File: src/rtl/core_macros.svh
//////////////////////////////////////////////////////////////////////
// bridge register addresses, data slot ids
// reset hold length and hsync delay
//////////////////////////////////////////////////////////////////////

`ifndef CORE_MACROS_SVH
`define CORE_MACROS_SVH

// core reset request
`define CORE_ADDR_RESET 32'h050

// video settings
`define CORE_ADDR_OVERSCAN 32'h200
`define CORE_ADDR_MASK 32'h204
`define CORE_ADDR_SPRITES 32'h208
`define CORE_ADDR_PALETTE 32'h20C
`define CORE_ADDR_SQUARE 32'h210

// input settings
`define CORE_ADDR_MULTITAP 32'h300
`define CORE_ADDR_LIGHTGUN 32'h304
`define CORE_ADDR_AIM 32'h308
`define CORE_ADDR_SWAP 32'h30C
`define CORE_ADDR_TURBO 32'h310

// data slot ids as given by the host
`define CORE_SLOT_ROM 16'd0
`define CORE_SLOT_PALETTE 16'd11

// cycles of clk_74a the core is held in reset
`define CORE_RESET_HOLD_CYCLES 32'h100000

// edges from hsync rise to the output pulse
`define CORE_HS_DELAY 3'd7

`endif

File: src/rtl/core_pkg.sv
//////////////////////////////////////////////////////////////////////
// shared types for the console core top level
// settings fields, bridge bus words, video words and run states
//////////////////////////////////////////////////////////////////////

`default_nettype none

package core_pkg;

  //////////////////////////////////////////////////////////////////////
  // bridge bus

  typedef logic [31:0] bridge_addr_t;
  typedef logic [31:0] bridge_data_t;

  //////////////////////////////////////////////////////////////////////
  // user settings

  // 0 off, 1 and 2 crop modes
  typedef logic [1:0] overscan_t;
  typedef logic [1:0] mask_t;
  typedef logic [2:0] palette_t;
  typedef logic [2:0] turbo_t;
  typedef logic [7:0] aim_speed_t;

  //////////////////////////////////////////////////////////////////////
  // data slots, video and reset hold

  typedef logic [15:0] slot_id_t;
  // r in 23:16, g in 15:8, b in 7:0
  typedef logic [23:0] rgb_t;
  // wide enough for the full hold length
  typedef logic [20:0] hold_count_t;

  // run state of the core
  typedef enum logic [1:0] {
    st_run,
    st_reset_hold,
    st_download
  } run_state_t;

endpackage

`default_nettype wire

File: src/rtl/reset_hold_timer.sv
//////////////////////////////////////////////////////////////////////
// loadable down counter for the core reset hold
//////////////////////////////////////////////////////////////////////

`timescale 1ns/10ps
`default_nettype none

module reset_hold_timer #(
  parameter core_pkg::hold_count_t HOLD_CYCLES = core_pkg::hold_count_t'(1)
) (
  input  wire  clk_74a,
  input  wire  pll_core_locked,
  input  wire  hold_load,
  output logic hold_done
);

  import core_pkg::*;

  // cycles left in the hold, idles at zero
  hold_count_t count;

  always_ff @(posedge clk_74a or negedge pll_core_locked) begin
    if (!pll_core_locked) begin
      count <= '0;
    end else if (hold_load) begin
      // reload beats the decrement
      count <= HOLD_CYCLES;
    end else if (count != hold_count_t'(0)) begin
      count <= count - hold_count_t'(1);
    end
  end

  // last cycle of the hold, count steps 1 -> 0 at the next edge
  assign hold_done = (count == hold_count_t'(1)) && !hold_load;

endmodule

`default_nettype wire

File: src/rtl/core_settings_regs.sv
//////////////////////////////////////////////////////////////////////
// bridge write decode into the user setting registers
// effective mask and the core reset request strobe
//////////////////////////////////////////////////////////////////////

`timescale 1ns/10ps
`default_nettype none

`include "core_macros.svh"

module core_settings_regs (
  input  wire                         clk_74a,
  input  wire                         pll_core_locked,
  input  wire                         bridge_wr,
  input  wire core_pkg::bridge_addr_t bridge_addr,
  input  wire core_pkg::bridge_data_t bridge_wr_data,
  output logic                        reset_req,
  output core_pkg::overscan_t         hide_overscan,
  output core_pkg::mask_t             mask_eff,
  output logic                        allow_extra_sprites,
  output core_pkg::palette_t          selected_palette,
  output logic                        square_pixels,
  output logic                        multitap_enabled,
  output logic                        lightgun_enabled,
  output core_pkg::aim_speed_t        lightgun_aim_speed,
  output logic                        swap_controllers,
  output core_pkg::turbo_t            turbo_speed
);

  import core_pkg::*;

  // mask as written by the host
  mask_t mask_q;

  // one cycle strobe, same edge as the write
  assign reset_req = bridge_wr && (bridge_addr == `CORE_ADDR_RESET);

  // crop mode 2 hides the edges already, so no mask on top
  assign mask_eff = hide_overscan[1] ? mask_t'(0) : mask_q;

  //////////////////////////////////////////////////////////////////////
  // setting registers

  always_ff @(posedge clk_74a or negedge pll_core_locked) begin
    if (!pll_core_locked) begin
      hide_overscan       <= '0;
      mask_q              <= '0;
      allow_extra_sprites <= 1'b0;
      selected_palette    <= '0;
      square_pixels       <= 1'b0;
      multitap_enabled    <= 1'b0;
      lightgun_enabled    <= 1'b0;
      lightgun_aim_speed  <= '0;
      swap_controllers    <= 1'b0;
      turbo_speed         <= '0;
    end else if (bridge_wr) begin
      // low bits of the word only, upper bits ignored
      case (bridge_addr)
        `CORE_ADDR_OVERSCAN: hide_overscan       <= bridge_wr_data[1:0];
        `CORE_ADDR_MASK:     mask_q              <= bridge_wr_data[1:0];
        `CORE_ADDR_SPRITES:  allow_extra_sprites <= bridge_wr_data[0];
        `CORE_ADDR_PALETTE:  selected_palette    <= bridge_wr_data[2:0];
        `CORE_ADDR_SQUARE:   square_pixels       <= bridge_wr_data[0];
        `CORE_ADDR_MULTITAP: multitap_enabled    <= bridge_wr_data[0];
        `CORE_ADDR_LIGHTGUN: lightgun_enabled    <= bridge_wr_data[0];
        `CORE_ADDR_AIM:      lightgun_aim_speed  <= bridge_wr_data[7:0];
        `CORE_ADDR_SWAP:     swap_controllers    <= bridge_wr_data[0];
        `CORE_ADDR_TURBO:    turbo_speed         <= bridge_wr_data[2:0];
        // reset address and unmapped writes leave settings alone
        default: begin
        end
      endcase
    end
  end

endmodule

`default_nettype wire

File: src/rtl/core_run_fsm.sv
//////////////////////////////////////////////////////////////////////
// run state machine of the core
// reset hold sequencing, download window and download kind decode
//////////////////////////////////////////////////////////////////////

`timescale 1ns/10ps
`default_nettype none

`include "core_macros.svh"

module core_run_fsm (
  input  wire                     clk_74a,
  input  wire                     pll_core_locked,
  input  wire                     reset_req,
  input  wire                     hold_done,
  input  wire                     dataslot_requestwrite,
  input  wire core_pkg::slot_id_t dataslot_requestwrite_id,
  input  wire                     dataslot_allcomplete,
  output logic                    hold_load,
  output logic                    core_reset,
  output logic                    is_downloading,
  output logic                    rom_download,
  output logic                    palette_download
);

  import core_pkg::*;

  run_state_t state;
  // id of the slot being downloaded
  slot_id_t   slot_id_q;

  // timer starts on the same edge the state enters the hold
  assign hold_load = reset_req;

  //////////////////////////////////////////////////////////////////////
  // state register

  always_ff @(posedge clk_74a or negedge pll_core_locked) begin
    if (!pll_core_locked) begin
      state <= st_run;
    end else if (reset_req) begin
      // a reset write wins and restarts a running hold
      state <= st_reset_hold;
    end else begin
      case (state)
        st_run: begin
          if (dataslot_requestwrite) begin
            state <= st_download;
          end
        end
        st_reset_hold: begin
          // requests seen here are dropped
          if (hold_done) begin
            state <= st_run;
          end
        end
        st_download: begin
          if (dataslot_allcomplete) begin
            state <= st_run;
          end
        end
        default: state <= st_run;
      endcase
    end
  end

  // capture the id with the request that opens the window
  always_ff @(posedge clk_74a or negedge pll_core_locked) begin
    if (!pll_core_locked) begin
      slot_id_q <= '0;
    end else if (state == st_run && dataslot_requestwrite && !reset_req) begin
      slot_id_q <= dataslot_requestwrite_id;
    end
  end

  //////////////////////////////////////////////////////////////////////
  // outputs

  assign core_reset       = (state == st_reset_hold);
  assign is_downloading   = (state == st_download);
  assign rom_download     = is_downloading && (slot_id_q == `CORE_SLOT_ROM);
  assign palette_download = is_downloading && (slot_id_q == `CORE_SLOT_PALETTE);

endmodule

`default_nettype wire

File: src/rtl/video_conditioner.sv
//////////////////////////////////////////////////////////////////////
// video output conditioning for the scaler
// registered data enable and rgb, slot word after active video
// single cycle hsync and vsync pulses
//////////////////////////////////////////////////////////////////////

`timescale 1ns/10ps
`default_nettype none

`include "core_macros.svh"

module video_conditioner (
  input  wire                      clk_74a,
  input  wire                      pll_core_locked,
  input  wire                      h_blank,
  input  wire                      v_blank,
  input  wire                      hs_in,
  input  wire                      vs_in,
  input  wire core_pkg::rgb_t      rgb_in,
  input  wire core_pkg::overscan_t hide_overscan,
  input  wire                      square_pixels,
  output core_pkg::rgb_t           video_rgb,
  output logic                     video_de,
  output logic                     video_hs,
  output logic                     video_vs
);

  import core_pkg::*;

  // active video when neither blank is set
  logic  de;
  // slot word, sent once per line at end of active video
  rgb_t  slot_word;

  // previous input levels for edge detect
  logic       hs_prev;
  logic       vs_prev;
  logic       de_prev;
  // edges left until the hsync pulse
  logic [2:0] hs_delay;

  assign de = !(h_blank || v_blank);

  // overscan in 15:14, square pixels in 13
  assign slot_word = {8'h00, hide_overscan, square_pixels, 13'h0000};

  //////////////////////////////////////////////////////////////////////
  // output registers

  always_ff @(posedge clk_74a or negedge pll_core_locked) begin
    if (!pll_core_locked) begin
      video_rgb <= '0;
      video_de  <= 1'b0;
      video_hs  <= 1'b0;
      video_vs  <= 1'b0;
      hs_prev   <= 1'b0;
      vs_prev   <= 1'b0;
      de_prev   <= 1'b0;
      hs_delay  <= '0;
    end else begin
      video_de <= de;

      // rgb is zero in blanking, except the slot word cycle
      if (de) begin
        video_rgb <= rgb_in;
      end else if (de_prev) begin
        video_rgb <= slot_word;
      end else begin
        video_rgb <= '0;
      end

      // hsync delay, a new rise restarts it
      if (hs_in && !hs_prev) begin
        hs_delay <= `CORE_HS_DELAY;
      end else if (hs_delay != 3'd0) begin
        hs_delay <= hs_delay - 3'd1;
      end
      video_hs <= (hs_delay == 3'd1);

      // vsync pulse on the rise, keeps clear of the delayed hsync
      video_vs <= vs_in && !vs_prev;

      hs_prev <= hs_in;
      vs_prev <= vs_in;
      de_prev <= de;
    end
  end

endmodule

`default_nettype wire

File: src/rtl/core_top.sv
//////////////////////////////////////////////////////////////////////
// clk_74a side of the console core top level
// settings registers, run state machine, reset hold timer
// and video conditioning for the scaler
//////////////////////////////////////////////////////////////////////

`timescale 1ns/10ps
`default_nettype none

`include "core_macros.svh"

module core_top #(
  parameter core_pkg::hold_count_t RESET_HOLD =
    core_pkg::hold_count_t'(`CORE_RESET_HOLD_CYCLES)
) (
  input  wire                      clk_74a,
  input  wire                      pll_core_locked,

  // bridge writes
  input  wire                      bridge_wr,
  input  wire core_pkg::bridge_addr_t bridge_addr,
  input  wire core_pkg::bridge_data_t bridge_wr_data,

  // data slot events from the host
  input  wire                      dataslot_requestwrite,
  input  wire core_pkg::slot_id_t  dataslot_requestwrite_id,
  input  wire                      dataslot_allcomplete,

  // raw video from the core
  input  wire                      h_blank,
  input  wire                      v_blank,
  input  wire                      hs_in,
  input  wire                      vs_in,
  input  wire core_pkg::rgb_t      rgb_in,

  // core control
  output wire                      core_reset,
  output wire                      rom_download,
  output wire                      palette_download,
  output wire                      is_downloading,

  // settings
  output wire core_pkg::mask_t     mask_eff,
  output wire core_pkg::overscan_t hide_overscan,
  output wire                      allow_extra_sprites,
  output wire core_pkg::palette_t  selected_palette,
  output wire                      multitap_enabled,
  output wire                      lightgun_enabled,
  output wire core_pkg::aim_speed_t lightgun_aim_speed,
  output wire                      swap_controllers,
  output wire core_pkg::turbo_t    turbo_speed,

  // video to the scaler
  output wire core_pkg::rgb_t      video_rgb,
  output wire                      video_de,
  output wire                      video_hs,
  output wire                      video_vs
);

  import core_pkg::*;

  // settings block to state machine
  logic reset_req;
  // state machine and timer handshake
  logic hold_load;
  logic hold_done;
  // only used by the video slot word
  logic square_pixels;

  //////////////////////////////////////////////////////////////////////
  // settings registers

  core_settings_regs u_settings (
    .clk_74a            (clk_74a),
    .pll_core_locked    (pll_core_locked),
    .bridge_wr          (bridge_wr),
    .bridge_addr        (bridge_addr),
    .bridge_wr_data     (bridge_wr_data),
    .reset_req          (reset_req),
    .hide_overscan      (hide_overscan),
    .mask_eff           (mask_eff),
    .allow_extra_sprites(allow_extra_sprites),
    .selected_palette   (selected_palette),
    .square_pixels      (square_pixels),
    .multitap_enabled   (multitap_enabled),
    .lightgun_enabled   (lightgun_enabled),
    .lightgun_aim_speed (lightgun_aim_speed),
    .swap_controllers   (swap_controllers),
    .turbo_speed        (turbo_speed)
  );

  //////////////////////////////////////////////////////////////////////
  // reset hold and download tracking

  core_run_fsm u_run_fsm (
    .clk_74a                 (clk_74a),
    .pll_core_locked         (pll_core_locked),
    .reset_req               (reset_req),
    .hold_done               (hold_done),
    .dataslot_requestwrite   (dataslot_requestwrite),
    .dataslot_requestwrite_id(dataslot_requestwrite_id),
    .dataslot_allcomplete    (dataslot_allcomplete),
    .hold_load               (hold_load),
    .core_reset              (core_reset),
    .is_downloading          (is_downloading),
    .rom_download            (rom_download),
    .palette_download        (palette_download)
  );

  reset_hold_timer #(
    .HOLD_CYCLES(hold_count_t'(RESET_HOLD))
  ) u_hold_timer (
    .clk_74a        (clk_74a),
    .pll_core_locked(pll_core_locked),
    .hold_load      (hold_load),
    .hold_done      (hold_done)
  );

  //////////////////////////////////////////////////////////////////////
  // video

  video_conditioner u_video (
    .clk_74a        (clk_74a),
    .pll_core_locked(pll_core_locked),
    .h_blank        (h_blank),
    .v_blank        (v_blank),
    .hs_in          (hs_in),
    .vs_in          (vs_in),
    .rgb_in         (rgb_in),
    .hide_overscan  (hide_overscan),
    .square_pixels  (square_pixels),
    .video_rgb      (video_rgb),
    .video_de       (video_de),
    .video_hs       (video_hs),
    .video_vs       (video_vs)
  );

endmodule

`default_nettype wire

File: config.mk
export PLATFORM = sky130hd
export DESIGN_NAME = core_top
export DESIGN_NICKNAME = d
export VERILOG_FILES = /design/src/rtl/core_pkg.sv /design/src/rtl/reset_hold_timer.sv /design/src/rtl/core_settings_regs.sv /design/src/rtl/core_run_fsm.sv /design/src/rtl/video_conditioner.sv /design/src/rtl/core_top.sv
export VERILOG_INCLUDE_DIRS = /design/src /design/src/rtl
export SDC_FILE = /design/constraint.sdc
export NUM_CORES = 1
export LEC_CHECK = 0
export ABC_CLOCK_PERIOD_IN_PS = 2500
export BUFFER_PORTS_ARGS = -buffer_cell sky130_fd_sc_hd__buf_2
export CAP_MARGIN = 20
export CORE_MARGIN = 2
export CORE_UTILIZATION = 24
export CTS_CLUSTER_SIZE = 24
export DETAILED_ROUTE_END_ITERATION = 10
export PLACE_DENSITY_LB_ADDON = 0.15
export SLEW_MARGIN = 10
export SYNTH_ARGS = -nofsm -noshare
export SYNTH_HDL_FRONTEND = slang
export SYNTH_SLANG_ARGS = --single-unit
File: constraint.sdc
create_clock -name clk_74a -period 2.5 [get_ports clk_74a]
set_input_delay 0.25 -clock clk_74a [delete_from_list [all_inputs] [get_ports clk_74a]]
set_output_delay 0.25 -clock clk_74a [all_outputs]
set_load 0.1 [all_outputs]
== Word-level counts from Yosys, hierarchy flattened ==
Index checks and enable logic that the tools add are counted.

* Bits in registers: 94
* Bits of input ports: 113
* Output and inout port bits: 53
* Logic and storage cells: 83

* Add/subtract/negate cells: 2
* Equality and inequality tests: 19
* Muxes and demuxes: 12
* Reduce and logical (&&, ||, !) cells: 30

{| class="wikitable"
|+ Operator list
! cell !! count
|-
| 32-bit by 10-bit == test with 1-bit output (second input constant) || 10
|-
| 21-bit two-way mux || 2
|-
| 32-bit by 7-bit == test with 1-bit output (second input constant) || 1
|-
| 24-bit two-way mux || 1
|-
| 21-bit by 1-bit == test with 1-bit output (second input constant) || 1
|-
| 21-bit nonzero test || 1
|-
| 21-bit by 1-bit subtractor with 21-bit output (second input constant) || 1
|-
| 2-bit AND reduction || 10
|-
| 16-bit by 4-bit == test with 1-bit output (second input constant) || 1
|-
| 16-bit logical NOT || 1
|-
| 16-bit two-way mux || 1
|-
| 2-bit two-way mux || 5
|-
| 1-bit logical AND || 8
|-
| 3-bit two-way mux || 2
|-
| 3-bit by 2-bit inequality test with 1-bit output (second input constant) || 2
|-
| 2-bit case mux with 3 select lines || 1
|-
| 1-bit logical NOT || 4
|-
| 2-bit nonzero test || 2
|-
| 3-bit by 1-bit == test with 1-bit output (second input constant) || 1
|-
| 3-bit by 1-bit inequality test with 1-bit output (second input constant) || 1
|-
| 3-bit AND reduction || 1
|-
| 3-bit nonzero test || 1
|-
| 3-bit by 1-bit subtractor with 3-bit output (second input constant) || 1
|-
| 2-bit by 1-bit == test with 1-bit output (second input constant) || 1
|-
| other kinds (3) || 3
|}

== Depth between registers and ports, before layout ==
* Word-level depth: 7
* Depth in mapped cells: 7
* Mapped depth without buffers: 6

== By module ==
A second synthesis with hierarchy kept.

* Cell total of the unflattened synthesis: 355
* Area total of the unflattened synthesis: 4,347.9 µm²

{| class="wikitable"
|+ Modules (own cells, without submodules)
! module !! instances !! cells each !! area each (µm²) !! sequential area each (µm²)
|-
| reset_hold_timer || 1 || 137 || 1,326.3 || 525.5
|-
| core_settings_regs || 1 || 85 || 1,126.1 || 575.6
|-
| video_conditioner || 1 || 81 || 1,124.8 || 800.8
|-
| core_run_fsm || 1 || 52 || 770.7 || 450.4
|}

== Worst setup path after synthesis ==
Ideal clock, no wire load.

* Kind: reg2out
* From: register u_run_fsm.state[1]
* To: output rom_download
* Arrival: 4.935 ns
* Data required time: 2.250 ns
* Path slack: -2.685 ns
* Stages on the path, launching flop included: 4
* Buffers on the path: 0
* Path through: dfrtp_1 > nor2b_1 > nand4_1 > nor4_1

* Cells in the longest elaborated chain, start to end: 2

{| class="wikitable"
|+ RTL lines
! what !! line !! source
|-
| from (decl) || core_run_fsm.sv:28 || <nowiki>run_state_t state;</nowiki>
|-
| from (signal assigned) || core_run_fsm.sv:40 || <nowiki>state <= st_run;</nowiki>
|-
| from (signal assigned) || core_run_fsm.sv:43 || <nowiki>state <= st_reset_hold;</nowiki>
|-
| from (signal assigned) || core_run_fsm.sv:48 || <nowiki>state <= st_download;</nowiki>
|-
| 2-bit == test || core_run_fsm.sv:80 || <nowiki>assign is_downloading = (state == st_download);</nowiki>
|-
| named net is_downloading || core_top.sv:40 || <nowiki>output wire is_downloading,</nowiki>
|-
| 1-bit logical AND || core_run_fsm.sv:81 || <nowiki>assign rom_download = is_downloading && (slot_id_q == `CORE_SLOT_ROM);</nowiki>
|-
| to (decl) || core_top.sv:38 || <nowiki>output wire rom_download,</nowiki>
|}

The timed path passes the listed nets, and every way through them passes these cells.

== Worst setup path after layout ==
* From: register u_run_fsm.slot_id_q[2]
* To: output rom_download

* Cells in the longest elaborated chain, start to end: 2

{| class="wikitable"
|+ RTL lines
! what !! line !! source
|-
| from (decl) || core_run_fsm.sv:30 || <nowiki>slot_id_t slot_id_q;</nowiki>
|-
| from (signal assigned) || core_run_fsm.sv:72 || <nowiki>slot_id_q <= dataslot_requestwrite_id;</nowiki>
|-
| 16-bit logical NOT (no source line) || -- ||
|-
| 1-bit logical AND || core_run_fsm.sv:81 ||
|}

No other way between the ends.

==> flow_metrics.py <==
metrics = {
    "cts": {
        "clkTransAtPathRegs_ns": 0.07,
        "cts_tree": "yes",
        "cts.sinks": 94,
        "clk_latency_ns": 0.34,
        "cts_setup_buffers": 0,
        "clk_path_buf_depth": 2,
        "h-tree-depth": 3,
        "cts_buffers": 9,
        "cts-root-buf": "clkbuf_16",
    },
    "synthesis": {
        "synthCells": 349,
        "yosys.area.top_type_share": 0.559,
        "syn_nets": 468,
        "syn_area_per_cell_um2": 12.1,
        "synth_edf_count": 0,
        "synth_cell_types": 48,
        "yosys_warnings": 0,
        "ys.flop_type": "dfrtp_1",
        "ys_top_cells_by_area": "dfrtp_1 56%, mux2_2 8.6%, and2_1 3.1%",
        "ys_seq_elements": 94,
        "yosys.area.top_type": "dfrtp_1",
        "seq_area_frac_synth": 0.559,
        "synth_area_mm2": 0.00421,
        "synthArstFlopShare": 1.00,
    },
    "setup_path": {
        "startpoint_type": "register",
        "max_stage_delay_ns": 0.53,
        "crit_chain": "or4_4 > nor4_2 > nand4_1 > nor4_4 > buf_12",
        "slowest_stage": "or4_4",
        "path_buf_inv": 1,
        "cp.required_ns": 2.25,
        "cp_max_fo": 2,
        "crit_arrival_ns": 2.12,
        "crit_type": "reg2out",
        "end_kind": "output port",
        "crit_family": "simple AND/OR/NAND/NOR gates",
    },
    "pwr": {
        "vdd_drop_max_v": 0.000458,
        "p_leak_uw": 0.00255,
        "power_density_mw_per_mm2": 621,
    },
    "placement": {
        "port_buffers": 141,
        "dp_hpwl_um": 7520,
        "placed_area_mm2": 0.00526,
        "dpl_worst_slack_ns": 0.242,
        "routabilityCongestion": 0.716,
    },
    "route": {
        "antenna_left": 0,
        "wl_per_cell_um": 13.8,
        "drt-total-wl_um": 10100,
        "route.detailed.drc": 0,
        "viasPerCell": 4.50,
        "vias": 3282,
        "dr.pass1.iters": 4,
        "initialDrtViolationCount": 107,
    },
    "floorplan": {
        "core_mm2": 0.0172,
        "std_cell_rows": 48,
        "dieArea_mm2": 0.0186,
        "die_h_um": 136,
        "fp.dieW_um": 136,
        "ios": 166,
        "initial_utilization": 0.244,
    },
    "timing": {
        "fin_worst_skew_ns": 0.0108,
        "fin_crit_ns": 2.37,
        "fin_ws_ns": 0.133,
        "setup_viol": 0,
        "hold_violations": 0,
        "fmax_ghz": 0.423,
        "relSlewSlack": 0.624,
        "rsz0062_at_grt": "false",
        "worst_slew_pin_slew_ns": 0.558,
        "maxSlewViolCount": 0,
        "min_period_over_period": 0.947,
    },
    "finish": {
        "nFillCells": 1775,
        "diodes": 0,
        "final_cell_area_mm2": 0.00556,
        "fin_nets": 619,
        "mostFrequentLayoutCells": "138 x buf_2, 94 x dfrtp_1, 32 x mux2_2",
        "final_common_cell": "buf_2",
        "layout-drive-gt1-share": 0.440,
        "final_core_util": 0.323,
        "syn2layout_area_growth_pct": 32.2,
    },
    "flow_run": {
        "cap_violations": 0,
    },
    "global_route": {
        "first_global_vias": 3442,
        "grt.total_usage": 0.116,
        "grt_pass1_wl_um": 16800,
        "antenna_found_initial": 0,
        "grt_max_degree": 42,
        "overflow": 0,
    },
    "outcome": {
        "status": "completed",
    },
    "min_path": {
        "hold_path_class": "in2reg",
    },
}
==> cells by family (layout without fill, tap and decap cells) <==
family                   count (synthesis)  after routing  share of synthesized area
AO/OA/AOI/OAI                           49             49                     0.0732
XOR/XNOR                                 1              1                    0.00208
adder cells (fa/ha/maj)                  6              6                     0.0178
buffers and inverters                   17            173                     0.0217
flip-flops                              94             94                      0.559
multiplexers                            41             41                      0.109
AND/OR/NAND/NOR                        141            141                      0.217
==> state kept, by name (all words and copies together) (netlist names), 2 cells and up <==
signal and count:
u_hold_timer.count 21, u_run_fsm.slot_id_q 16, u_run_fsm.state 2, u_settings.hide_overscan 2, u_settings.lightgun_aim_speed 8, u_settings.mask_q 2
u_settings.selected_palette 3, u_settings.turbo_speed 3, u_video.hs_delay 3, u_video.video_rgb 24
==> synth_stat cells (all sizes together) (7+ instances only) <==
master and n:
o31ai 11, dfrtp 94, nor2 11, mux2 39
or4 16, nor2b 7, a21oi 18, and2 21
nor4 17, nand2 16, nor3 19, o21ai 13
==> metal layers <==
layer	wire, µm	track usage	vias to the layer above	part of all wire
li1	-	-	1587	-
met1	4400	0.141	1592	0.44
met2	4720	0.183	96	0.47
met3	864	0.0522	7	0.085
met4	115	0.0365	0	0.011
met5	0	0	-	0
==> path summary, 6_finish.rpt <==
path / start / to / slack [ns] / cells after the start
worst max-delay path: u_run_fsm.slot_id_q[2] / rom_download / 0.13 / 5
max in group asynchronous: pll_core_locked / u_video.video_rgb[11] / 1.41 / 3
worst max register to register: u_hold_timer.count[14] / u_hold_timer.count[8] / 0.44 / 5
worst min-delay path: hs_in / u_video.hs_prev / 0.03 / 1
min in group asynchronous: pll_core_locked / u_video.vs_prev / 0.35 / 2
worst min register to register: u_video.vs_prev / u_video.video_vs / 0.40 / 1
==> where the power goes <==
| part | switching, µW | leakage, µW | internal [µW] |
|---|---|---|---|
| sequential | 55.7 | 0.00115 | 1620 |
| clock | 607 | 0.000124 | 686 |
| combinational | 312 | 0.00128 | 175 |
| total | 974 | 0.00255 | 2480 |
==> stage by stage <==
stage	hold WS, ns	cells	TNS (ns)	power [µW]
after CTS	0.0105	730	0	3530
after global placement	0.177	712	0	2180
final	0.0265	730	0	3450
after global routing	0.00565	730	0	3630
after floorplan	-0.0456	349	-0.0567	2020
after detailed placement	0.184	712	0	2190
==> layout make-up <==
| class | count | area (µm²) | share of cell area |
|---|---|---|---|
| flip-flops and latches | 94 | 2350 | 0.423 |
| inverters | 6 | 22.5 | 0.00405 |
| clock buffers | 11 | 233 | 0.0419 |
| clock inverters | 5 | 42.5 | 0.00765 |
| repair buffers | 151 | 831 | 0.149 |
| well taps | 225 | 282 | 0.0506 |
| multi-input cells | 238 | 1800 | 0.323 |
==> what timing repair did <==
item	in CTS	in global routing
hold buffers	2	0
endpoints found under the setup margin	1	1
hold endpoints to repair	23	0
pin swaps	2	0
resized for setup	0	2
==> worst register-to-register path: stages, from the launching register on <==
cell and delay (ns):
dfrtp_1 0.42, or4_2 0.69, nor4_4 0.38, buf_4 0.24, o21ai_0 0.10, a21oi_1 0.15
Power figures use the tool's default switching activity.
